`src/hdl/cpuPkg.sv`:
```
package cpuPkg;

    localparam int DATA_W     = 32;
    localparam int REG_ADDR_W = 5;

    typedef logic [DATA_W-1:0]     wordT;
    typedef logic [REG_ADDR_W-1:0] regAddrT;

    // -------------------------------------------------------------------------
    // instruction fields
    // -------------------------------------------------------------------------
    typedef enum logic [5:0] {
        OP_RTYPE = 6'h00,
        OP_ADDI  = 6'h08,
        OP_LW    = 6'h23,
        OP_SW    = 6'h2B,
        OP_HALT  = 6'h3F
    } opcodeT;

    typedef enum logic [5:0] {
        FN_ADD = 6'h20,
        FN_SUB = 6'h22,
        FN_AND = 6'h24,
        FN_OR  = 6'h25,
        FN_SLT = 6'h2A
    } functT;

    // -------------------------------------------------------------------------
    // datapath controls
    // -------------------------------------------------------------------------
    typedef enum logic [2:0] {
        ALU_ADD,
        ALU_SUB,
        ALU_AND,
        ALU_OR,
        ALU_SLT
    } aluOpT;

    typedef enum logic [1:0] {
        FWD_NONE,  // value read in decode
        FWD_EXMEM,
        FWD_MEMWB
    } fwdSelT;

endpackage

```
`src/hdl/fetchStage.sv`:
```
module fetchStage import cpuPkg::*; #(
    parameter int IMEM_ADDR_W = 6
) (
    input  logic clk       ,
    input  logic i_arstN   ,
    input  logic i_run     ,
    input  logic i_loadWe  ,
    input  wordT i_loadData,
    input  logic i_stall   ,
    input  logic i_halted  ,
    output wordT o_instr   ,
    output logic o_valid
);

    wordT                   imem [2**IMEM_ADDR_W];
    logic [IMEM_ADDR_W-1:0] pc;
    logic [IMEM_ADDR_W-1:0] loadPtr;  // next word to be loaded
    logic                   loadWr;
    logic                   fetchEn;

    assign loadWr  = i_loadWe && !i_run;
    assign fetchEn = i_run && !i_stall && !i_halted;

    // program load port
    always_ff @(posedge clk) begin
        if (loadWr) begin
            imem[loadPtr] <= i_loadData;
        end
    end

    always_ff @(posedge clk or negedge i_arstN) begin
        if (!i_arstN) begin
            pc      <= '0;
            loadPtr <= '0;
            o_valid <= 1'b0;
        end else begin
            if (loadWr) begin
                loadPtr <= loadPtr + 1'b1;
            end
            if (!i_run || i_halted) begin
                o_valid <= 1'b0;     // nothing fetched past halt
            end else if (!i_stall) begin
                pc      <= pc + 1'b1;
                o_valid <= 1'b1;
            end
        end
    end

    // IF/ID instruction, held on stall
    always_ff @(posedge clk) begin
        if (fetchEn) begin
            o_instr <= imem[pc];
        end
    end

    // loader must be done before the core starts
    assert property (@(posedge clk) disable iff (!i_arstN) i_run |-> !i_loadWe)
        else $error("program load write while running");

endmodule

```
`config.mk`:
```
export PLATFORM = sky130hd
export DESIGN_NAME = fetchStage
export DESIGN_NICKNAME = d
export VERILOG_FILES = /design/src/hdl/cpuPkg.sv /design/src/hdl/fetchStage.sv
export SDC_FILE = /design/constraint.sdc
export NUM_CORES = 2
export LEC_CHECK = 0
export ABC_CLOCK_PERIOD_IN_PS = 3410
export BUFFER_PORTS_ARGS = -buffer_cell sky130_fd_sc_hd__buf_4
export CAP_MARGIN = 20
export CELL_PAD_IN_SITES_DETAIL_PLACEMENT = 0
export CELL_PAD_IN_SITES_GLOBAL_PLACEMENT = 2
export CORE_ASPECT_RATIO = 1.2
export CORE_UTILIZATION = 33
export DETAILED_ROUTE_END_ITERATION = 10
export GPL_TIMING_DRIVEN = 0
export HOLD_SLACK_MARGIN = 0.05
export PLACE_DENSITY = 0.65
export REMOVE_ABC_BUFFERS = 1
export SKIP_LAST_GASP = 1
export SLEW_MARGIN = 0
export SYNTH_ARGS = -nofsm -noshare
export SYNTH_HDL_FRONTEND = slang
export SYNTH_SLANG_ARGS = --single-unit
```
`constraint.sdc`:
```
create_clock -name clk -period 3.41 [get_ports clk]
set_input_delay 0.1705 -clock clk [delete_from_list [all_inputs] [get_ports clk]]
set_output_delay 0.1705 -clock clk [all_outputs]
set_load 0.03 [all_outputs]
```
==> flow_summary.toml <==
[sta]
report.final.slew_viol_count = 0
final.setup_skew_ps = 34.1
rsz0062_at_grt = "no"
hold_viol = 0
fin_crit_ps = 3290
worstMarginPinSlew_ps = 1130
finalSetupTns_ps = 0
slew_headroom_pct = 23.9
whs_ps = 182
min_period_over_period_pct = 96.5
fmaxAchievable_ghz = 0.304
final-setup-viol-count = 0

[die]
die_area_um2 = 244000
ios = 71
rows = 197
die_y_um = 541
start_util_pct = 33.3
core_area_um2 = 240000
die_x_um = 451

[yosys]
synth.distinct_cells = 57
ys_warn_count = 0
netlist_instances = 3613
synth_area_um2 = 79900
ys_ff_latch = 2093
synth.most_common_cell = "edfxtp_1"
synth_area_leaders = "edfxtp_1 (78%), mux4_2 (13%), mux2i_1 (1.3%), mux2_2 (1.1%), a22oi_1 (0.83%)"
netlist_top_cells_count = "edfxtp_1 (2080), mux4_2 (448), mux2i_1 (103)"
yosys.area.top_type = "edfxtp_1"
syn_area_per_cell_um2 = 22.1
async_flop_share_pct = 0.621
yosys_most_used_dff = "edfxtp_1"
synth_edf_count = 2080
yosysTopAreaCellShare_pct = 78.2
ys_seq_area_share_pct = 78.6

[drt]
top_layer = "met5"
drc_errors = 6
avgRoutedWirePerCell_um = 30.4
vias = 38448
wirelength_met1_um = 89300
vias_per_cell = 5.32
route.met3.wl_um = 11300
drt_iter0_drc = 3752
met2WireLength_um = 113000
ant_nets = 0
drt_wl_total_um = 220000
firstDrtPassIters = 8

[placed_design]
io_buffers = 70
hpwl_um = 126000
gp_congestion = 0.723

[clock_network]
clock_path_buffers = 4
cts.reportedPaths.clkPinSlew_ps = 60
cts-root-buf = "clkbuf_16"
numCtsBuffers = 197
clock_latency_ps = 820
htreeDepth = 4
cts_tree = "yes"
cts_sinks = 2093

[critical_path]
r2r_end = "o_instr[14]$_DFFE_PP_"
worstSetupEndpointType = "flop"
rr_startpoint = "pc[0]$_DFFE_PN0P_"
critPathMaxStageDelay_ps = 550
setup.worst_path.start_class = "flop"
worstPathCellList = "buf_16 > buf_16 > buf_16 > mux4_2 > a221oi_1 > o21ai_0 > buf_4 > o21ai_0 > o21ai_1"
cp_data_required_time_ps = 3900
slowest_stage = "mux4_2"
crit_family = "buffers and inverters"
crit_path_frequent_cell = "buf_16"
path_depth = 9
crit_start = "pc[0]$_DFFE_PN0P_"
path_class = "reg -> reg"
r2r_setup_slack_ps = 120
r2r_cells = 9
endpoint = "o_instr[14]$_DFFE_PP_"
worstPathArrival_ps = 3780
path_buf_inv = 4
cp_max_fo = 40

[global_route]
grt_pass1_wl_um = 307000
grt_use_total_pct = 17.7
grt_pass1_vias = 39339
grt_max_degree = 65
grt.overflow.total = 0
antenna_found_initial = 15

[pwr]
leakage_nw = 29.1
p_per_area_nw_per_um2 = 785
peakVddDrop_mv = 0.530
total_power_w = 0.0741

[final_layout]
nets = 3925
areaGrowthSynthToFinish_pct = 18.0
final_layout_size_suffix_gt1_share_pct = 28.7

[run_status]
violations = "design-rule violations"
status = "finished with violations"

[min_path]
hold_path_class = "in -> reg"

[run]
cap_violations = 0
kinds of logic after synthesis:
group / count (synthesis) / share of synthesized area (%)
DFF: 2093 / 78.6
and+or+nand+nor: 312 / 1.76
adders and majority gates: 2 / 0.0313
AOI/OAI and AO/OA: 354 / 3.09
muxes: 627 / 15.0
buffers and inverters: 216 / 1.46
xor gates and xnor gates: 9 / 0.0986
how the worst min path moves through the flow:
stage                       start                endpoint  slack (ps)  depth (start not counted)
after floorplan           i_arstN  loadPtr[0]$_DFFE_PN0P_        -130                          0
after global placement    i_arstN     o_valid$_DFFE_PN0P_          60                          1
after detailed placement  i_arstN     o_valid$_DFFE_PN0P_          60                          1
after CTS                   i_run     o_valid$_DFFE_PN0P_         120                          4
after global routing        i_run     o_valid$_DFFE_PN0P_         190                          4
final                       i_run     o_valid$_DFFE_PN0P_         180                          4
report_power, final:
part,switching [W],internal (W)
Sequential,0.000487,0.0290
Clock,0.00935,0.0128
Combinational,0.0126,0.00978
Total,0.0225,0.0516
flip-flops by register name, summed over array words and instances, names as in the netlist:
signal / count
o_instr: 32
o_valid: 1
pc: 6
loadPtr: 6
imem: 2048
per-layer routing:
layer,vias up,track usage (%)
met5,-,0
met4,6,5.08
met3,326,2.20
met2,1157,30.9
met1,21101,23.1
li1,15858,-
layout by cell type, fill, tap and decap left out, types with 5 or more instances in the layout:
master / count
a211o_1: 10
a211oi_1: 19
a21oi_1: 31
a221oi_1: 28
a22oi_1: 85
a32o_1: 7
buf_12: 74
buf_16: 46
buf_4: 104
bufbuf_16: 14
bufinv_16: 27
clkbuf_1: 33
clkbuf_16: 201
clkbuf_8: 5
clkinv_1: 33
clkinv_2: 33
clkinvlp_4: 11
dfrtp_1: 7
dfrtp_4: 6
diode_2: 7
dlygate4sd3_1: 39
edfxtp_1: 2080
inv_6: 5
mux2_2: 76
mux2i_1: 103
mux4_2: 448
nand2_1: 95
nand3_1: 54
nor2_1: 19
nor2_4: 66
nor2b_1: 23
nor3_1: 18
o211ai_1: 10
o21ai_0: 55
o21ai_1: 20
o221ai_1: 15
o22ai_1: 31
o41ai_1: 8
xnor2_1: 8
worst min-delay path: cells and delay by family:
family,cells,cell delay [ps]
AO/OA/AOI/OAI,1,40
buffers and inverters,2,660
AND/OR/NAND/NOR,1,80
cell type report:
type	count	area (um^2)
sequential	2093	62800
inverter	6	35.0
timing repair buffer	283	4480
clock inverter	109	1230
clock buffer	237	5170
multi-input combinational	1304	16600
antenna	7	17.5
fill	21153	146000
tap	3184	3980
repair_timing:
| item | 4_1_cts | 5_1_grt |
|---|---|---|
| resized for setup | 27 | 6 |
| hold buffers | 39 | 0 |
| endpoints found under the hold margin | 2087 | 0 |
| gates cloned | 14 | 2 |
| buffers inserted | 9 | 22 |
| endpoints found under the setup margin | 32 | 17 |
through the flow:
stage,area [um^2],setup slack [ps],util (%),std cells
finish,94300,119,39.2,7223
global route,94300,9.69,39.2,7219
CTS,94100,2.58,39.1,7192
detailed placement,86600,-1530,36.0,6784
global placement,83300,-46460,34.7,6657
floorplan,78800,-20500,-,3403
No activity file was read; power rests on OpenSTA's default activity.
