### src/hdl/cpuPkg.sv
package cpuPkg;

    localparam int DATA_W     = 32;
    localparam int REG_ADDR_W = 5;

    typedef logic [DATA_W-1:0]     wordT;
    typedef logic [REG_ADDR_W-1:0] regAddrT;

    // -------------------------------------------------------------------------
    // instruction fields
    // -------------------------------------------------------------------------
    typedef enum logic [5:0] {
        OP_RTYPE = 6'h00,
        OP_ADDI  = 6'h08,
        OP_LW    = 6'h23,
        OP_SW    = 6'h2B,
        OP_HALT  = 6'h3F
    } opcodeT;

    typedef enum logic [5:0] {
        FN_ADD = 6'h20,
        FN_SUB = 6'h22,
        FN_AND = 6'h24,
        FN_OR  = 6'h25,
        FN_SLT = 6'h2A
    } functT;

    // -------------------------------------------------------------------------
    // datapath controls
    // -------------------------------------------------------------------------
    typedef enum logic [2:0] {
        ALU_ADD,
        ALU_SUB,
        ALU_AND,
        ALU_OR,
        ALU_SLT
    } aluOpT;

    typedef enum logic [1:0] {
        FWD_NONE,  // value read in decode
        FWD_EXMEM,
        FWD_MEMWB
    } fwdSelT;

endpackage

### src/hdl/memoryStage.sv
module memoryStage import cpuPkg::*; #(
    parameter int DMEM_ADDR_W = 6
) (
    input  logic                   clk        ,
    input  logic                   i_arstN    ,
    input  wordT                   i_result   ,
    input  wordT                   i_storeData,
    input  regAddrT                i_dst      ,
    input  logic                   i_memRead  ,
    input  logic                   i_memWrite ,
    input  logic                   i_regWrite ,
    input  logic                   i_halt     ,
    output logic                   o_wbWe     ,
    output regAddrT                o_wbReg    ,
    output wordT                   o_wbData   ,
    output logic                   o_memWe    ,
    output logic [DMEM_ADDR_W-1:0] o_memAddr  ,
    output wordT                   o_memData  ,
    output logic                   o_end
);

    wordT                   dmem [2**DMEM_ADDR_W];
    logic [DMEM_ADDR_W-1:0] wordAddr;
    wordT                   loadQ;       // MEM/WB copy of memory data
    wordT                   aluQ;
    logic                   memToRegQ;

    assign wordAddr = i_result[DMEM_ADDR_W+1:2];  // byte address to word index

    always_ff @(posedge clk) begin
        if (i_memWrite) begin
            dmem[wordAddr] <= i_storeData;
        end
    end

    // store port seen from outside
    assign o_memWe   = i_memWrite;
    assign o_memAddr = wordAddr;
    assign o_memData = i_storeData;

    // -------------------------------------------------------------------------
    // MEM/WB register
    // -------------------------------------------------------------------------
    always_ff @(posedge clk or negedge i_arstN) begin
        if (!i_arstN) begin
            o_wbWe    <= 1'b0;
            memToRegQ <= 1'b0;
            o_end     <= 1'b0;
        end else begin
            o_wbWe    <= i_regWrite;
            memToRegQ <= i_memRead;
            if (i_halt) begin
                o_end <= 1'b1;  // sticky once halt retires
            end
        end
    end

    always_ff @(posedge clk) begin
        loadQ   <= dmem[wordAddr];
        aluQ    <= i_result;
        o_wbReg <= i_dst;
    end

    assign o_wbData = memToRegQ ? loadQ : aluQ;  // write-back select

endmodule

### config.mk
export PLATFORM = sky130hd
export DESIGN_NAME = memoryStage
export DESIGN_NICKNAME = d
export VERILOG_FILES = /design/src/hdl/cpuPkg.sv /design/src/hdl/memoryStage.sv
export SDC_FILE = /design/constraint.sdc
export NUM_CORES = 2
export LEC_CHECK = 0
export ABC_AREA = 1
export BUFFER_PORTS_ARGS = -buffer_cell sky130_fd_sc_hd__buf_2
export CAP_MARGIN = 20
export CORE_UTILIZATION = 36
export CTS_CLUSTER_DIAMETER = 50
export DETAILED_ROUTE_END_ITERATION = 7
export MAX_ROUTING_LAYER = met4
export SETUP_SLACK_MARGIN = 0.02
export SLEW_MARGIN = 30
export SYNTH_ARGS = -nofsm -noshare
export SYNTH_HDL_FRONTEND = slang
export SYNTH_SLANG_ARGS = --single-unit
### constraint.sdc
create_clock -name clk -period 1.85 [get_ports clk]
set_input_delay 0.185 -clock clk [delete_from_list [all_inputs] [get_ports clk]]
set_output_delay 0.185 -clock clk [all_outputs]
set_load 0.1 [all_outputs]
==> results.md <==
* WL final at 271000 µm
* Largest net degree at the start of global routing at between 60 and 70
* Sequential fraction of the synthesis area at 0.715
* Post-synthesis to final-layout area growth at 24.7%
* P_leak at 46.1 nW
* Relative slew slack at 0.380
* Failing checks: negative setup slack
* R2r startpoint: dmem[61][3]$_DFFE_PP_
* XOR/XNOR share of the synthesized area at 0
* Die width at 497 µm
* Inserted Clock Buffers at 282
* WL/cell at about 21 µm
* Core ar. at between 200000 and 250000 µm²
* Synthesized-area fraction occupied by and/or/nand/nor cells at 0.252
* Global-route wire length before repair at 399000 µm
* Final Skew at roughly 60 ps
* Root Buffer: clkbuf_16
* Crit path launch: memToRegQ$_DFF_PN0_
* Crit-path cells: buf_12, mux2_2, buf_6
* Worst setup EP type: output port
* CTS tree: yes
* Max Freq at just over 0.4 GHz
* Vias at slightly above 60k
* Crit path max fanout at 12
* Dpl hpwl at about 170000 µm
* WS Path Type: reg -> out
* # DRC at 0
* Hold path startpoint: i_result[4]
* Worst Path Arrival at approximately 2300 ps
* Drt via density at 4.89
* Worst hold path depth at 8
* Internal reg-to-reg setup slack at about 120 ps
* CTS Sinks at between 2k and 2.5k
* Clk_lat worst skew at 940 ps
* Power density cells at between 1000 and 1500 nW/µm²
* Hold Crit Class: in -> reg
* # setup viols final at 32
* Final instance area at 110000 µm²
* Largest family of logic cells by synthesized area: simple AND/OR/NAND/NOR gates
* Share of cells above drive strength 1 at 0.140
* H-tree levels at 5
* Overall power at 116 mW
* Yosys warns at 0
* Slowest Stage Delay on Critical Path at about 580 ps
* Setup WS post-layout at -630 ps
* Num rows at 181
* Clock period minus worst slack at between 2000 and 2500 ps
* Startpoint types: flip-flop
* TritonRoute pass-1 iters at 6
* Max-slew violations at 0
* Peak supply drop at about 1000 µV
* GR Util All Layers at 0.226
* Ports at between 150 and 200
* Syn Nets at 8631
* GRT overflow at 0
* Antenna-violating nets left at 0
* Compound-Gate Fraction of Synth Area at 0.000824
* Area of placed instances at around 100000 µm²
* DRT iter0 DRCs at a little under 6k
* Final GP Congestion at between 0.8 and 0.9
* Slowest CP cell: dfrtp_4
* Final worst-path cycle share at 1.34
* Place WS at -753 ps
* Worst hold slack at between 50 and 60 ps
* Vias in the first global route at approximately 60k
* Port Buffers at around 150
* Die height at between 400 and 500 µm
* Worst slew pin tran at slightly above 900 ps
* Effective utilization at floorplan at 0.362
* Multiplexer area fraction after synthesis at 0.00409
* Max clock buf depth at 4
* Setup_tns at -18550 ps
* Mapped Cells at between 8k and 9k
* Initial antenna violation count at 19
* Synth Register Bits at around 2.1k
* Hold Path Sink: loadQ[1]$_DFF_P_
* Outcome: complete, but fails checks
* R2r endpoint: loadQ[3]$_DFF_P_
* CTS clk-pin slew, worst paths at 60 ps
* RSZ-0062 raised after global routing: yes
* Die area at around 250000 µm²
* Fraction of the mapped netlist area in adder cells at 0
* MaxCap Viol Count at 0
* Delay-heaviest family, CP: flip-flops
* Final #Nets at ~9.3k
* Cell area after synthesis at between 80000 and 90000 µm²
* Worst r2r path cells at 11
* Crit path buf inv count at 2
* Hold Fails Final Rpt at 0
* Yosys cell types at 24
* WP data required at ~1700 ps
* Mean Syn Cell Area at around 10 µm²
* Fillers at 22.3k
-- worst reg2reg max path, stage by stage (launching register included) --
cell and delay [ps]:
edfxtp_1 350, nand2_1 80, nand2_1 50, nand2_1 50
nand2_1 60, nand2_1 60, nand2_1 60, nand2_1 60
nand2_1 200, nor2_2 390, nand2_1 100, buf_4 130
-- final cells by class --
| class | instances | area, µm² | area share |
|---|---|---|---|
| flip-flops and latches | 2120 | 63000 | 0.573 |
| multi-input cells | 5941 | 23300 | 0.212 |
| repair buffers | 880 | 10300 | 0.0937 |
| clock buffers | 336 | 7380 | 0.0672 |
| well taps | 3202 | 4010 | 0.0365 |
| clock inverters | 152 | 1720 | 0.0157 |
| inverters | 30 | 144 | 0.00131 |
| diodes | 7 | 17.5 | 0.000160 |
-- layout by cell type (no fill, tap or decap), types with 15 or more instances in the layout --
cell type,n
buf_12,280
buf_2,73
buf_4,392
bufinv_16,27
clkbuf_1,44
clkbuf_16,284
clkinv_1,25
clkinv_2,33
clkinv_4,15
dfxtp_1,68
dlygate4sd3_1,110
edfxtp_1,2048
inv_1,16
inv_6,24
mux2_2,16
mux2_4,16
nand2_1,5728
nor2_1,65
nor2_4,64
-- Yosys cell counts, drive strengths merged --
cell type  instances  share of area
clkinv             1       0.000057
or2                7        0.00050
buf              319          0.021
dfrtp              3        0.00085
nor3               8        0.00080
o21ai              7        0.00040
edfxtp          2048           0.70
clkbuf           146         0.0062
nand4              2        0.00014
o211ai             5        0.00043
inv               29         0.0012
nand3             13        0.00074
nand2           5728           0.24
mux2              32         0.0041
nor2             137         0.0058
nor4               2        0.00014
dfxtp             69          0.016
-- repair_timing --
| action | CTS | global route |
|---|---|---|
| hold endpoints to repair | 1286 | 0 |
| hold buffers | 111 | 0 |
| endpoints found under the setup margin | 41 | 571 |
| resized for setup | 82 | 39 |
| cloned | 0 | 0 |
| setup buffers | 0 | 0 |
-- layer usage --
metal | global-route usage | share of wire | vias up
met3 | 0.0383 | 0.071 | 499
met2 | 0.366 | 0.48 | 2375
met5 | - | 0 | -
met1 | 0.287 | 0.41 | 30000
met4 | 0.0777 | 0.035 | 0
li1 | - | - | 29100
-- worst max path at each step --
stage,to,slack (ps),depth (start not counted)
floorplan,dmem[14][0]$_DFFE_PP_,-650,7
global placement,loadQ[12]$_DFF_P_,-780,15
detailed placement,loadQ[12]$_DFF_P_,-750,15
CTS,o_wbData[26],-710,3
global route,o_wbData[27],-700,3
finish,o_wbData[27],-630,3
-- cell families after synthesis --
family          count (synthesis)
simple gates                 5897
flops                        2120
buf+inv                       495
mux                            32
compound gates                 12
-- registers in the layout, summed over array words and instances, names as in the netlist --
name / cells
aluQ: 32
dmem: 2048
loadQ: 32
memToRegQ: 1
o_end: 1
o_wbReg: 5
o_wbWe: 1
-- per-stage QoR --
stage | util | instances
after CTS | 0.451 | 12700
after global routing | 0.451 | 12700
after detailed placement | 0.408 | 12100
final | 0.452 | 12700
after global placement | 0.408 | 12100
after floorplan | - | 8556
-- report_power, final --
group | total, mW | internal [mW] | switching, mW
clock | 53.4 | 32.5 | 20.9
sequential | 53.3 | 53.1 | 0.265
combinational | 9.12 | 2.88 | 6.24
No activity file was read; power rests on OpenSTA's default activity.
