### src/hdl/cpuPkg.sv
package cpuPkg;

    localparam int DATA_W     = 32;
    localparam int REG_ADDR_W = 5;

    typedef logic [DATA_W-1:0]     wordT;
    typedef logic [REG_ADDR_W-1:0] regAddrT;

    // -------------------------------------------------------------------------
    // instruction fields
    // -------------------------------------------------------------------------
    typedef enum logic [5:0] {
        OP_RTYPE = 6'h00,
        OP_ADDI  = 6'h08,
        OP_LW    = 6'h23,
        OP_SW    = 6'h2B,
        OP_HALT  = 6'h3F
    } opcodeT;

    typedef enum logic [5:0] {
        FN_ADD = 6'h20,
        FN_SUB = 6'h22,
        FN_AND = 6'h24,
        FN_OR  = 6'h25,
        FN_SLT = 6'h2A
    } functT;

    // -------------------------------------------------------------------------
    // datapath controls
    // -------------------------------------------------------------------------
    typedef enum logic [2:0] {
        ALU_ADD,
        ALU_SUB,
        ALU_AND,
        ALU_OR,
        ALU_SLT
    } aluOpT;

    typedef enum logic [1:0] {
        FWD_NONE,  // value read in decode
        FWD_EXMEM,
        FWD_MEMWB
    } fwdSelT;

endpackage

### src/hdl/decodeStage.sv
module decodeStage import cpuPkg::*; (
    input  logic    clk       ,
    input  logic    i_arstN   ,
    input  wordT    i_instr   ,
    input  logic    i_valid   ,
    input  logic    i_wbWe    ,
    input  regAddrT i_wbReg   ,
    input  wordT    i_wbData  ,
    output logic    o_stall   ,
    output logic    o_halted  ,
    output wordT    o_opA     ,
    output wordT    o_opB     ,
    output wordT    o_imm     ,
    output regAddrT o_rs      ,
    output regAddrT o_rt      ,
    output regAddrT o_dst     ,
    output aluOpT   o_aluOp   ,
    output logic    o_useImm  ,
    output logic    o_memRead ,
    output logic    o_memWrite,
    output logic    o_regWrite,
    output logic    o_halt
);

    wordT    regFile [2**REG_ADDR_W];
    opcodeT  opcode;
    functT   funct;
    regAddrT rs, rt, rd, dst;
    aluOpT   aluOp;
    logic    useImm, memRead, memWrite, regWrite, isHalt;
    logic    instrLive;  // valid and not past halt
    logic    advance;
    wordT    readA, readB;

    assign opcode = opcodeT'(i_instr[31:26]);
    assign funct  = functT'(i_instr[5:0]);
    assign rs     = i_instr[25:21];
    assign rt     = i_instr[20:16];
    assign rd     = i_instr[15:11];

    // -------------------------------------------------------------------------
    // control decode
    // -------------------------------------------------------------------------
    always_comb begin
        aluOp    = ALU_ADD;
        useImm   = 1'b0;
        memRead  = 1'b0;
        memWrite = 1'b0;
        regWrite = 1'b0;
        isHalt   = 1'b0;
        dst      = rd;
        case (opcode)
            OP_RTYPE: begin
                regWrite = 1'b1;
                case (funct)
                    FN_ADD:  aluOp = ALU_ADD;
                    FN_SUB:  aluOp = ALU_SUB;
                    FN_AND:  aluOp = ALU_AND;
                    FN_OR:   aluOp = ALU_OR;
                    FN_SLT:  aluOp = ALU_SLT;
                    default: regWrite = 1'b0;  // unknown funct runs as a nop
                endcase
            end
            OP_ADDI: begin
                useImm   = 1'b1;
                regWrite = 1'b1;
                dst      = rt;
            end
            OP_LW: begin
                useImm   = 1'b1;
                memRead  = 1'b1;
                regWrite = 1'b1;
                dst      = rt;
            end
            OP_SW: begin
                useImm   = 1'b1;
                memWrite = 1'b1;
            end
            OP_HALT: isHalt = 1'b1;
            default: ;
        endcase
    end

    // register file, write-back passes straight through to the read
    function automatic wordT rfRead(regAddrT idx);
        if (idx == '0) begin
            return '0;
        end else if (i_wbWe && (i_wbReg == idx)) begin
            return i_wbData;
        end
        return regFile[idx];
    endfunction

    assign readA = rfRead(rs);
    assign readB = rfRead(rt);

    always_ff @(posedge clk) begin
        if (i_wbWe && (i_wbReg != '0)) begin
            regFile[i_wbReg] <= i_wbData;
        end
    end

    // load in EX feeding this instruction -> one bubble
    assign instrLive = i_valid && !o_halted;
    assign o_stall   = instrLive && o_memRead && ((o_dst == rs) || (o_dst == rt));
    assign advance   = instrLive && !o_stall;

    // -------------------------------------------------------------------------
    // ID/EX register
    // -------------------------------------------------------------------------
    always_ff @(posedge clk or negedge i_arstN) begin
        if (!i_arstN) begin
            o_memRead  <= 1'b0;
            o_memWrite <= 1'b0;
            o_regWrite <= 1'b0;
            o_halt     <= 1'b0;
            o_halted   <= 1'b0;
        end else begin
            o_memRead  <= advance && memRead;
            o_memWrite <= advance && memWrite;
            o_regWrite <= advance && regWrite && (dst != '0);  // r0 never written
            o_halt     <= advance && isHalt;
            if (advance && isHalt) begin
                o_halted <= 1'b1;
            end
        end
    end

    always_ff @(posedge clk) begin
        o_opA    <= readA;
        o_opB    <= readB;
        o_imm    <= {{(DATA_W-16){i_instr[15]}}, i_instr[15:0]};  // sign extend
        o_rs     <= rs;
        o_rt     <= rt;
        o_dst    <= dst;
        o_aluOp  <= aluOp;
        o_useImm <= useImm;
    end

    assert property (@(posedge clk) disable iff (!i_arstN) i_wbWe |-> (i_wbReg != '0))
        else $error("write-back to register 0");

endmodule

### config.mk
export PLATFORM = sky130hd
export DESIGN_NAME = decodeStage
export DESIGN_NICKNAME = d
export VERILOG_FILES = /design/src/hdl/cpuPkg.sv /design/src/hdl/decodeStage.sv
export SDC_FILE = /design/constraint.sdc
export NUM_CORES = 1
export LEC_CHECK = 0
export BUFFER_PORTS_ARGS = -buffer_cell sky130_fd_sc_hd__buf_2
export CAP_MARGIN = 20
export CORE_MARGIN = 2
export CORE_UTILIZATION = 40
export CTS_CLUSTER_SIZE = 28
export DETAILED_ROUTE_END_ITERATION = 16
export GPL_ROUTABILITY_DRIVEN = 0
export GPL_TIMING_DRIVEN = 0
export PLACE_DENSITY_LB_ADDON = 0.25
export SLEW_MARGIN = 40
export SYNTH_ARGS = -nofsm -noshare
export SYNTH_HDL_FRONTEND = slang
export SYNTH_SLANG_ARGS = --single-unit
### constraint.sdc
create_clock -name clk -period 4.28 [get_ports clk]
set_input_delay 0.856 -clock clk [delete_from_list [all_inputs] [get_ports clk]]
set_output_delay 0.856 -clock clk [all_outputs]
set_load 0.05 [all_outputs]
==> results_dict.tcl <==
set metrics [dict create \
    synth-edff-count 1024 \
    power.leakage_nw 20.0 \
    ys_warn_count 0 \
    period_minus_slack_ns 4.15 \
    yosysSeqAreaShare_pct 64.8 \
    fin_worst_skew_ns 0.0309 \
    fillers 10425 \
    grt_pass1_vias 32749 \
    antenna_left 0 \
    reg2reg_slack_ns 2.03 \
    vdd_drop_max_mv 0.353 \
    drc 0 \
    grt.total_usage_pct 29.2 \
    synth_largest_area_cell "edfxtp_1" \
    synth.ff_latch_count 1128 \
    viasPerCell 6.68 \
    cts_htree_levels 3 \
    setup.worst_path.class "input port to primary output" \
    cp_cell_sequence "buf_2 -> buf_2 -> buf_2 -> buf_2 -> xnor2_1 -> nand3_1 -> o22ai_1 -> nand2_1 -> nor2_1 -> buf_2" \
    outcome "finished clean" \
    fmax_mhz 241 \
    cpMostUsedCell "buf_2" \
    num-nets-final 3216 \
    synthArstFlopShare_pct 0.443 \
    powerDensity_mw_per_mm2 431 \
    synth_cells 2720 \
    worst_slew_margin_rel_pct 36.5 \
    initial_utilization_pct 40.3 \
    core_mm2 0.126 \
    grt_max_degree 35 \
    drtIter0Drc 5656 \
    clock_path_buffers 3 \
    arrival_ns 3.29 \
    whs_ns 0.219 \
    required_ns 3.42 \
    io_pins 194 \
    die-area_mm2 0.130 \
    clk_pin_slew_ns 0.06 \
    rows 130 \
    dp_slack_ns -0.00481 \
    crit_slowest_cell "buf_2" \
    multi_input_area_mm2 0.0170 \
    place_hpwl_mm 134 \
    antenna_found_initial 10 \
    syn_avg_cell_area_um2 18.6 \
    hold_class "input port to flop" \
    area_growth_pct 17.6 \
    critPathCaptureType "primary output" \
    wl_mm 192 \
    finalSetupViolations 0 \
    overflow 0 \
    cts.sinks 1128 \
    cp_max_fo 10 \
    finalMaxSlewViolations 0 \
    synth_commonest_cells "edfxtp_1, mux4_2, mux2i_1" \
    worst_pin_slew_ns 0.953 \
    maxCapViolCount 0 \
    seqCellArea_mm2 0.0329 \
    cp_slowest_stage_delay_ns 0.57 \
    die_w_um 360 \
    chipHeight_um 360 \
    first_pass_iters 6 \
    rsz0062_at_grt "no" \
    clk_latency_ns 0.74 \
    fin_ws_ns 0.129 \
    start_kind "input port" \
    wl_per_cell_um 39.2 \
    cts_setup_buffers 0 \
    synthFlopType "edfxtp_1" \
    worst-path-buf-inv 5 \
    crit_family "buffers and inverters" \
    ys_top_cells_by_area "edfxtp_1, mux4_2, mux2i_1" \
    power.total_mw 25.7 \
    root_buffer "clkbuf_16" \
    yosysMostFrequentCell "edfxtp_1" \
    portBuffers 190 \
    synth_cell_types 54 \
    vias 32761 \
    hold_viol_final 0 \
    period_share_pct 97.0 \
    drive_gt1_share_pct 33.9 \
    numCtsBuffers 120 \
    syn-cell-area_mm2 0.0507 \
    cts_tree "yes" \
    synth.top_cell.area_share_pct 60.6 \
    grt_pass1_wl_mm 261 \
]
## stage by stage
step	setup TNS (ns)	utilization [%]	instances	cell area [µm²]
global placement	-1011.69	42.8	4591	53800
floorplan	0	-	2751	50800
CTS	0	47.4	4899	59600
global route	0	47.4	4900	59600
finish	0	47.4	4903	59600
detailed placement	-0.00481	44.3	4670	55800
## path summary, 6_finish.rpt
path                                        end                    start  cells past startpoint
max reg2reg                    o_opB[6]$_DFF_P_  regFile[3][6]$_DFFE_PP_                      5
min                            o_imm[8]$_DFF_P_               i_instr[8]                      1
max in group asynchronous  o_regWrite$_DFF_PN0_                  i_arstN                      2
min in group asynchronous  o_memWrite$_DFF_PN0_                  i_arstN                      2
min reg2reg                o_halted$_DFFE_PN0P_     o_halted$_DFFE_PN0P_                      1
max                                     o_stall              i_instr[22]                     10
## cell type report
type	instances	area share, %
sequential	1128	55.1
multi-input combinational	1386	28.5
clock buffer	164	5.52
timing repair buffer	270	4.21
tap	1650	3.46
buffer	234	2.22
clock inverter	64	0.913
inverter	3	0.0189
antenna	4	0.0168
## registers in the layout, indices dropped and copies added (netlist names), 3 cells and up
register,cells
o_opA,32
o_imm,16
o_opB,32
o_aluOp,3
o_dst,5
o_rt,5
regFile,1024
o_rs,5
## power breakdown
| part | internal (mW) | switching, mW |
|---|---|---|
| clock network | 5.85 | 4.50 |
| logic | 0.939 | 2.06 |
| registers | 12.3 | 0.0926 |
| total | 19.0 | 6.65 |
## repair_timing
action | 4_1_cts | 5_1_grt
resized for setup | 0 | 1
endpoints found under the setup margin | 0 | 1
hold buffers | 1 | 0
hold endpoints to repair | 5 | 0
## kinds of logic after synthesis
| family | share of synthesized area [%] |
|---|---|
| flip-flops | 64.8 |
| XOR/XNOR | 0.345 |
| multiplexers | 24.1 |
| AND/OR/NAND/NOR | 2.27 |
| buffers and inverters | 2.41 |
| other | 0.00739 |
| AO/OA/AOI/OAI | 6.04 |
## placed cells by master (no fill, tap or decap), drive strengths merged, types with 4 or more instances in the layout
cell type,netlist,final
a211o,14,14
edfxtp,1024,1024
o2111ai,21,21
a221oi,133,133
o211ai,12,12
nor3,20,20
o311ai,16,16
o21bai,7,7
and2,4,4
nand3,12,12
dfxtp,99,99
conb,1,32
a22oi,18,18
mux4,426,426
nor2,41,41
a221o,7,7
diode,0,4
nand2,73,73
xnor2,16,16
a32o,29,29
a21oi,108,108
mux2i,255,255
mux2,8,8
clkbuf,115,280
clkinv,0,48
buf,119,387
inv,3,8
bufinv,0,8
o21ai,37,37
dfrtp,5,5
nor2b,29,29
xor2,4,4
nand2b,36,36
## metal layers
metal | global-route usage (%) | vias to the layer above | wire length [µm] | share of wire [%]
met1 | 36.4 | 17139 | 67100 | 35
met5 | 0 | - | 30 | 0.016
li1 | - | 12448 | - | -
met3 | 9.21 | 584 | 25200 | 13
met2 | 45.4 | 2584 | 88000 | 46
met4 | 15.7 | 6 | 12000 | 6.2
(Power assumes the default switching activity.)
