## src/hdl/cpuPkg.sv

```systemverilog
package cpuPkg;

    localparam int DATA_W     = 32;
    localparam int REG_ADDR_W = 5;

    typedef logic [DATA_W-1:0]     wordT;
    typedef logic [REG_ADDR_W-1:0] regAddrT;

    // -------------------------------------------------------------------------
    // instruction fields
    // -------------------------------------------------------------------------
    typedef enum logic [5:0] {
        OP_RTYPE = 6'h00,
        OP_ADDI  = 6'h08,
        OP_LW    = 6'h23,
        OP_SW    = 6'h2B,
        OP_HALT  = 6'h3F
    } opcodeT;

    typedef enum logic [5:0] {
        FN_ADD = 6'h20,
        FN_SUB = 6'h22,
        FN_AND = 6'h24,
        FN_OR  = 6'h25,
        FN_SLT = 6'h2A
    } functT;

    // -------------------------------------------------------------------------
    // datapath controls
    // -------------------------------------------------------------------------
    typedef enum logic [2:0] {
        ALU_ADD,
        ALU_SUB,
        ALU_AND,
        ALU_OR,
        ALU_SLT
    } aluOpT;

    typedef enum logic [1:0] {
        FWD_NONE,  // value read in decode
        FWD_EXMEM,
        FWD_MEMWB
    } fwdSelT;

endpackage

```

## src/hdl/executeStage.sv

```systemverilog
module executeStage import cpuPkg::*; (
    input  logic    clk        ,
    input  logic    i_arstN    ,
    input  wordT    i_opA      ,
    input  wordT    i_opB      ,
    input  wordT    i_imm      ,
    input  regAddrT i_rs       ,
    input  regAddrT i_rt       ,
    input  regAddrT i_dst      ,
    input  aluOpT   i_aluOp    ,
    input  logic    i_useImm   ,
    input  logic    i_memRead  ,
    input  logic    i_memWrite ,
    input  logic    i_regWrite ,
    input  logic    i_halt     ,
    input  logic    i_wbWe     ,
    input  regAddrT i_wbReg    ,
    input  wordT    i_wbData   ,
    output wordT    o_result   ,
    output wordT    o_storeData,
    output regAddrT o_dst      ,
    output logic    o_memRead  ,
    output logic    o_memWrite ,
    output logic    o_regWrite ,
    output logic    o_halt
);

    fwdSelT fwdA, fwdB;
    wordT   srcA, srcB;   // operands after forwarding
    wordT   aluB;
    wordT   aluOut;

    // -------------------------------------------------------------------------
    // forwarding
    // -------------------------------------------------------------------------
    function automatic fwdSelT fwdPick(regAddrT src);
        if ((src != '0) && o_regWrite && (o_dst == src)) begin
            return FWD_EXMEM;  // youngest result wins
        end else if ((src != '0) && i_wbWe && (i_wbReg == src)) begin
            return FWD_MEMWB;
        end
        return FWD_NONE;
    endfunction

    function automatic wordT fwdMux(fwdSelT sel, wordT regVal);
        case (sel)
            FWD_EXMEM: return o_result;
            FWD_MEMWB: return i_wbData;
            default:   return regVal;
        endcase
    endfunction

    assign fwdA = fwdPick(i_rs);
    assign fwdB = fwdPick(i_rt);
    assign srcA = fwdMux(fwdA, i_opA);
    assign srcB = fwdMux(fwdB, i_opB);
    assign aluB = i_useImm ? i_imm : srcB;

    always_comb begin
        case (i_aluOp)
            ALU_SUB: aluOut = srcA - aluB;
            ALU_AND: aluOut = srcA & aluB;
            ALU_OR:  aluOut = srcA | aluB;
            ALU_SLT: aluOut = ($signed(srcA) < $signed(aluB)) ? wordT'(1) : '0;
            default: aluOut = srcA + aluB;
        endcase
    end

    // EX/MEM register
    always_ff @(posedge clk or negedge i_arstN) begin
        if (!i_arstN) begin
            o_memRead  <= 1'b0;
            o_memWrite <= 1'b0;
            o_regWrite <= 1'b0;
            o_halt     <= 1'b0;
        end else begin
            o_memRead  <= i_memRead;
            o_memWrite <= i_memWrite;
            o_regWrite <= i_regWrite;
            o_halt     <= i_halt;
        end
    end

    always_ff @(posedge clk) begin
        o_result    <= aluOut;
        o_storeData <= srcB;  // sw data is rt, forwarded
        o_dst       <= i_dst;
    end

    assert property (@(posedge clk) disable iff (!i_arstN) !(i_memRead && i_memWrite))
        else $error("load and store flagged on one instruction");

endmodule

```

## config.mk

```make
export PLATFORM = sky130hd
export DESIGN_NAME = executeStage
export DESIGN_NICKNAME = d
export VERILOG_FILES = /design/src/hdl/cpuPkg.sv /design/src/hdl/executeStage.sv
export SDC_FILE = /design/constraint.sdc
export NUM_CORES = 1
export LEC_CHECK = 0
export ABC_AREA = 0
export ABC_CLOCK_PERIOD_IN_PS = 4700
export BUFFER_PORTS_ARGS = -buffer_cell sky130_fd_sc_hd__buf_2
export CAP_MARGIN = 0
export CELL_PAD_IN_SITES_DETAIL_PLACEMENT = 0
export CELL_PAD_IN_SITES_GLOBAL_PLACEMENT = 1
export CORE_ASPECT_RATIO = 1.5
export CORE_MARGIN = 2
export CORE_UTILIZATION = 35
export CTS_CLUSTER_SIZE = 16
export DETAILED_ROUTE_END_ITERATION = 16
export PLACE_DENSITY_LB_ADDON = 0.1
export SYNTH_ARGS = -nofsm -noshare
export SYNTH_HDL_FRONTEND = slang
export SYNTH_SLANG_ARGS = --single-unit
```

## constraint.sdc

```tcl
create_clock -name clk -period 4.7 [get_ports clk]
set_clock_uncertainty 0.1 [all_clocks]
set_input_delay 0.235 -clock clk [delete_from_list [all_inputs] [get_ports clk]]
set_output_delay 0.235 -clock clk [all_outputs]
set_load 0.1 [all_outputs]
```

==> flow_metrics.env, run 1 <==
export IMPL_cts_setup_buffers=0
export IMPL_finalCriticalPeriod_ps=4480
export IMPL_wl_per_cell_um=19.9
export IMPL_coreArea_um2=23700
export IMPL_gp_congestion=0.934
export IMPL_grt_pass1_wl_mm=53.6
export IMPL_portBuffers=231
export IMPL_worst_ep_required_time_ps=4860
export IMPL_max_slew_margin_rel_pct=26.6
export IMPL_finalCritPeriodShare_pct=95.4
export IMPL_grt_max_degree=38
export IMPL_ys_warnings_count=0
export IMPL_die_area_um2=25500
export IMPL_synthesis_instances=1145
export IMPL_critical_path_arrival_ps=4640
export IMPL_clockBufferDepth=2
export IMPL_fp_dieH_um=195
export IMPL_drv_slew=0
export IMPL_cp_start_kind="register"
export IMPL_yosysTopAreaCell="dfxtp_1"
export IMPL_crit_chain="inv_1, o21ai_0, nor4_1, and3_2, buf_12, o21ai_0, mux2_2, ha_1, a21oi_1, o21ai_1, a2111oi_0, a21oi_2, nand2_1, o31ai_2, buf_4, a22o_1, and2_0, o32ai_1"
export IMPL_synth_most_common_cell="o21ai_0"
export IMPL_wirelength_mm=35.2
export IMPL_hold_viol_final=0
export IMPL_r2r_end="o_result[28]$_DFF_P_"
export IMPL_yosysUniqueCellTypes=76
export IMPL_final_util_pct=47.2
export IMPL_synthArstFlopShare_pct=5.48
export IMPL_grt_usage_pct=27.3
export IMPL_synth_top_area_share_pct=16.3
export IMPL_rsz0062_at_grt="no"
export IMPL_cp_max_fo=37
export IMPL_io_pins=232
export IMPL_drt_iter0_markers=555
export IMPL_nets=1706
export IMPL_hold_class="in -> async"
export IMPL_cts_htree_levels=3
export IMPL_crit_top_cell="o21ai_0"
export IMPL_netlist_top_cells_count="o21ai_0, nand2_1, inv_1"
export IMPL_synth_edf_count=0
export IMPL_vias=9595
export IMPL_max_stage_delay_ps=580
export IMPL_max_freq_ghz=0.223
export IMPL_slowest_stage="a2111oi_0"
export IMPL_outcome="complete, no violations"
export IMPL_clock_sinks=73
export IMPL_nFillCells=2467
export IMPL_p_leak_nw=5.14
export IMPL_overflow=0
export IMPL_syn_cell_area_um2=8470
export IMPL_rr_worst_depth=18
export IMPL_cts_buffers=9
export IMPL_start_util_pct=35.7
export IMPL_avgSynthCellArea_um2=7.40
export IMPL_power_density_nw_per_um2=340
export IMPL_dp_hpwl_mm=28.7
export IMPL_synthTopCellsByArea="dfxtp_1, ha_1, mux2i_1"
export IMPL_ir_drop_mv=0.227
export IMPL_area_growth_pct=32.2
export IMPL_row_count=69
export IMPL_diodes=0
export IMPL_ys_seq_area_share_pct=17.5
export IMPL_end_kind="register"
export IMPL_ys_seq_elements=73
export IMPL_synth_top_flop_cell="dfxtp_1"
export IMPL_clk_pin_slew_ps=60
export IMPL_clk_latency_ps=370
export IMPL_fin_tns_setup_ps=0
export IMPL_cp_top_family="compound AO/OA/AOI/OAI gates"
export IMPL_drc=0
export IMPL_worst_slew_pin_transition_ps=1100
export IMPL_rrSetupSlack_ps=220
export IMPL_final_layout_size_suffix_gt1_share_pct=29.8
export IMPL_post_drt_via_cell_ratio=5.41
export IMPL_ant_nets=0
export IMPL_grt_pass1_vias=9848
export IMPL_dr_pass1_iters=6
export IMPL_chipWidth_um=131
export IMPL_drv_cap=0
export IMPL_worst_setup_path_type="reg -> reg"
export IMPL_synth_nets=1402
export IMPL_path_buf_inv=3
export IMPL_cts_root_buf="clkbuf_16"
export IMPL_setup_viol=0
export IMPL_r2r_start="o_dst[1]$_DFF_P_"
export IMPL_tritoncts="yes"
export IMPL_antenna_found_initial=0
-- report_power, final --
| part | switching, W | leakage, nW | total (W) | internal [W] |
|---|---|---|---|---|
| registers | 0.0000842 | 0.628 | 0.000805 | 0.000721 |
| logic | 0.00155 | 4.36 | 0.00223 | 0.000673 |
| clock network | 0.000318 | 0.153 | 0.000782 | 0.000464 |
| total | 0.00196 | 5.14 | 0.00381 | 0.00186 |
-- registers in the layout, summed over array words and instances, names as in the netlist --
name / count
o_halt: 1
o_memWrite: 1
o_storeData: 32
o_memRead: 1
o_result: 32
o_regWrite: 1
o_dst: 5
-- layout make-up --
type,instances,area (µm²),share of cell area (%)
Multi-Input combinational cell,902,6400,57.1
Timing Repair Buffer,362,2230,19.9
Sequential cell,73,1490,13.3
Tap cell,319,399,3.56
Inverter,101,379,3.38
Clock buffer,10,229,2.04
Clock inverter,5,82.6,0.737
-- placed cells by master (no fill, tap or decap), types with 7 or more instances in the layout --
| master | count |
|---|---|
| nand2_1 | 114 |
| a221oi_1 | 8 |
| o21bai_1 | 12 |
| o21a_1 | 7 |
| a21oi_1 | 85 |
| a221o_1 | 16 |
| dfxtp_1 | 64 |
| inv_1 | 100 |
| clkbuf_16 | 9 |
| ha_1 | 95 |
| nor3_1 | 31 |
| buf_2 | 231 |
| o21ai_0 | 115 |
| buf_4 | 116 |
| xnor2_1 | 7 |
| xor2_1 | 13 |
| nand2b_1 | 17 |
| a31oi_1 | 8 |
| o22ai_1 | 8 |
| nor2b_1 | 12 |
| a21o_1 | 13 |
| o211ai_1 | 16 |
| mux2_2 | 32 |
| o221ai_1 | 20 |
| a211oi_1 | 7 |
| mux2i_1 | 68 |
| nor4_1 | 9 |
| o31ai_1 | 10 |
| nor2_1 | 83 |
| dlygate4sd3_1 | 10 |
| nand3_1 | 15 |
-- logic make-up (layout without fill, tap and decap cells) --
group,after synthesis,after routing,synth area share [%]
AO/OA/AOI/OAI,373,373,29.0
AND/OR/NAND/NOR,309,309,16.5
buffers and inverters,170,478,7.84
multiplexers,100,100,12.3
adder cells (fa/ha/maj),98,98,14.6
flip-flops,73,73,17.5
XOR/XNOR,22,22,2.27
-- worst reg2reg max path: cells and delay by family, from the launching register on --
kind	cells	cell delay (ps)
AO/OA/AOI/OAI	9	2040
adder cells (fa/ha/maj)	1	350
buffers and inverters	3	430
flip-flops	1	340
multiplexers	1	290
AND/OR/NAND/NOR	4	860
-- what timing repair did --
action	CTS	global route
setup endpoints to repair	0	6
resized for setup	0	4
hold endpoints to repair	13	0
hold buffers	10	0
-- worst max-delay path by stage --
| stage | cells past startpoint | slack, ps | start | endpoint |
|---|---|---|---|---|
| floorplan | 20 | 60 | o_regWrite$_DFF_PN0_ | o_result[24]$_DFF_P_ |
| global placement | 20 | 130 | i_rt[1] | o_result[30]$_DFF_P_ |
| detailed placement | 19 | 40 | i_wbReg[4] | o_result[29]$_DFF_P_ |
| CTS | 18 | 190 | o_dst[1]$_DFF_P_ | o_result[29]$_DFF_P_ |
| global route | 17 | 10 | o_dst[1]$_DFF_P_ | o_result[30]$_DFF_P_ |
| finish | 18 | 220 | o_dst[1]$_DFF_P_ | o_result[28]$_DFF_P_ |
-- per-stage QoR --
| step | total power, W | worst slack [ps] | hold WS (ps) | area (µm²) | cells |
|---|---|---|---|---|---|
| 2_1_floorplan | 0.00234 | 57.7 | -161 | 8480 | 1145 |
| 3_3_place_gp | 0.00302 | 125 | -59.0 | 10800 | 1747 |
| 3_5_place_dp | 0.00302 | 44.0 | -54.9 | 10800 | 1747 |
| 4_1_cts | 0.00382 | 187 | 90.1 | 11200 | 1772 |
| 5_1_grt | 0.00400 | 12.0 | 121 | 11200 | 1772 |
| 6_report | 0.00381 | 216 | 108 | 11200 | 1772 |
-- routing by layer --
layer / track usage [%] / wire length (µm) / up-vias
met5: 0 / 0 / -
met4: 10.2 / 1280 / 0
met3: 3.55 / 1710 / 74
met2: 53.3 / 19100 / 347
met1: 28.6 / 13100 / 4457
li1: - / - / 4717
Power figures use the tool's default switching activity.
==> inputs of run 2 (changes only) <==
Settings changed: ABC_CLOCK_PERIOD_IN_PS 4700 to 4100.
Clock period 4.7 ns to 4.1 ns, I/O delays scaled along.
==> run 2 against run 1 <==
  * The run now ends with setup timing left
  * Critical path depth unchanged
  * Sequential power is 15% higher
  * Power up 27%
  * Die area did not move
  * Register-to-register slack got worse by 340 ps
  * Global-route usage grew 1.5 points
  * Sequential cell count unchanged
  * Largest power group unchanged
  * Highest routed layer unchanged
==> flow_metrics.env, run 2 (synthesis gave the netlist of run 1 again) <==
export IMPL_hold_class="in -> reg"
export IMPL_layout_setup_ws_ps=-123
export IMPL_fp_dieH_um=195
export IMPL_fin_tns_setup_ps=-866
export IMPL_multiInputGateArea_um2=7450
export IMPL_drt_iter0_markers=416
export IMPL_nFillCells=2281
export IMPL_seq_power_share_pct=19.1
export IMPL_max_stage_delay_ps=500
export IMPL_critical_path_arrival_ps=4440
export IMPL_cp_max_fo=6
export IMPL_setup_worst_path_start="o_dst[4]$_DFF_P_"
export IMPL_power_density_nw_per_um2=356
export IMPL_rsz0062_at_grt="yes"
export IMPL_die_area_um2=25500
export IMPL_drv_cap=0
export IMPL_end_kind="register"
export IMPL_io_pins=232
export IMPL_worst_ep_required_time_ps=4320
export IMPL_wl_per_cell_um=19.5
export IMPL_ant_nets=0
export IMPL_violations="setup timing"
export IMPL_regArea_um2=1500
export IMPL_worst_slew_pin_transition_ps=1030
export IMPL_grt_usage_pct=28.8
export IMPL_antenna_found_initial=2
export IMPL_hold_viol_final=0
export IMPL_overflow=0
export IMPL_r2r_start="o_dst[4]$_DFF_P_"
export IMPL_crit_chain="xor2_1, nor4_1, and3_4, buf_12, buf_8, buf_4, o21ai_2, mux2_4, ha_4, a2111oi_4, nor3_4, a21oi_2, o211ai_1, a41oi_2, o21a_1, a221oi_2, or4_1, nand3_1"
export IMPL_clk_pin_slew_ps=70
export IMPL_min_delay_start="i_opB[4]"
export IMPL_area_growth_pct=60.6
export IMPL_path_buf_inv=3
export IMPL_dp_hpwl_mm=29.6
export IMPL_stdcell_area_um2=13600
export IMPL_power_switching_w=0.00248
export IMPL_layout_cells_non_filler=1943
export IMPL_reg_top3="o_result (32), o_storeData (32), o_dst (5)"
export IMPL_cts_root_buf="clkbuf_16"
export IMPL_mostFrequentLayoutCells="buf_4, buf_2, nand2_1"
export IMPL_drc=0
export IMPL_max_slew_margin_rel_pct=31.5
export IMPL_chipWidth_um=131
export IMPL_drv_slew=0
export IMPL_vias=10336
export IMPL_grt_max_degree=30
export IMPL_max_freq_ghz=0.237
export IMPL_coreArea_um2=23700
export IMPL_gp_congestion=0.932
export IMPL_p_int_w=0.00237
export IMPL_clock_sinks=73
export IMPL_clk_latency_ps=370
export IMPL_outcome="complete, but fails checks"
export IMPL_start_util_pct=35.7
export IMPL_dp_cells=1881
export IMPL_row_count=69
export IMPL_nets=1874
export IMPL_grt_pass1_vias=10520
export IMPL_setup_viol=11
export IMPL_slowest_stage="or4_1"
export IMPL_grt_pass1_wl_mm=56.4
export IMPL_clock_power_share_pct=16.6
export IMPL_p_leak_nw=6.19
export IMPL_cts_buffers=9
export IMPL_cp_start_kind="register"
export IMPL_final_common_cell="buf_4"
export IMPL_wirelength_mm=37.9
export IMPL_tritoncts="yes"
export IMPL_final_layout_size_suffix_gt1_share_pct=44.9
export IMPL_ir_drop_mv=0.279
export IMPL_combPwrFrac_pct=64.3
export IMPL_worst_setup_path_type="reg -> reg"
export IMPL_post_drt_via_cell_ratio=5.32
export IMPL_finalCriticalPeriod_ps=4220
export IMPL_portBuffers=231
export IMPL_clockBufferDepth=2
export IMPL_holdWs_ps=43.2
export IMPL_dr_pass1_iters=5
export IMPL_cp_top_family="compound AO/OA/AOI/OAI gates"
export IMPL_switching_share_pct=51.1
export IMPL_detailed_place_area_um2=11900
export IMPL_cts_htree_levels=3
export IMPL_finalCritPeriodShare_pct=103
==> run 2: metrics by stage <==
stage               worst slack (ps)  total power [W]  util (%)
finish                          -123          0.00485      57.3
CTS                             -143          0.00458      53.1
detailed placement              -497          0.00367      50.1
floorplan                      -32.7          0.00270         -
global placement                -439          0.00367      50.1
global route                    -303          0.00508      57.3
==> run 2: power groups by stage <==
stage	sequential, W	combinational, W	clock (W)
after floorplan	0.00172	0.000978	0
after global placement	0.000936	0.00273	0
after detailed placement	0.000937	0.00274	0
after CTS	0.000924	0.00283	0.000827
after global routing	0.000935	0.00329	0.000849
final	0.000924	0.00312	0.000807
==> run 2: worst min-delay path, cell delays in order <==
cell     delay, ps
buf_2           70
mux2i_1         60
o21ai_2        130
==> run 2: repair_timing <==
action                     CTS  global route
buffers inserted             8            26
hold buffers                10             0
gates resized for setup     58           176
pin swaps                   13            49
hold endpoints to repair    13             0
gates cloned                 1             0
setup endpoints to repair   22            23
==> run 2: final timing paths <==
| kind | end | slack (ps) | cells past startpoint |
|---|---|---|---|
| worst max-delay path | o_result[27]$_DFF_P_ | -120 | 18 |
| worst min-delay path | o_storeData[4]$_DFF_P_ | 40 | 3 |
| worst max register to register | o_result[27]$_DFF_P_ | -120 | 18 |
| worst min register to register | o_storeData[4]$_DFF_P_ | 410 | 2 |
| max in group asynchronous | o_regWrite$_DFF_PN0_ | 3690 | 2 |
| min in group asynchronous | o_memRead$_DFF_PN0_ | 80 | 2 |
==> run 2: final cells by class <==
cell class,count,share of cell area [%]
antenna,2,0.0368
inverter,101,2.78
tap,319,2.93
clock inverter,7,0.432
clock buffer,9,1.65
sequential,73,11.0
timing repair buffer,530,26.4
multi-input combinational,902,54.8
==> run 2: per-layer routing <==
layer  part of all wire, %  global-route usage [%]  wire [µm]  up-vias
li1                      -                       -          -     5052
met3                   4.2                    4.29       1610       98
met2                    54                    54.6      20400      342
met1                    37                    29.4      14000     4844
met4                   5.1                    14.9       1950        0
met5                     0                       0          0        -
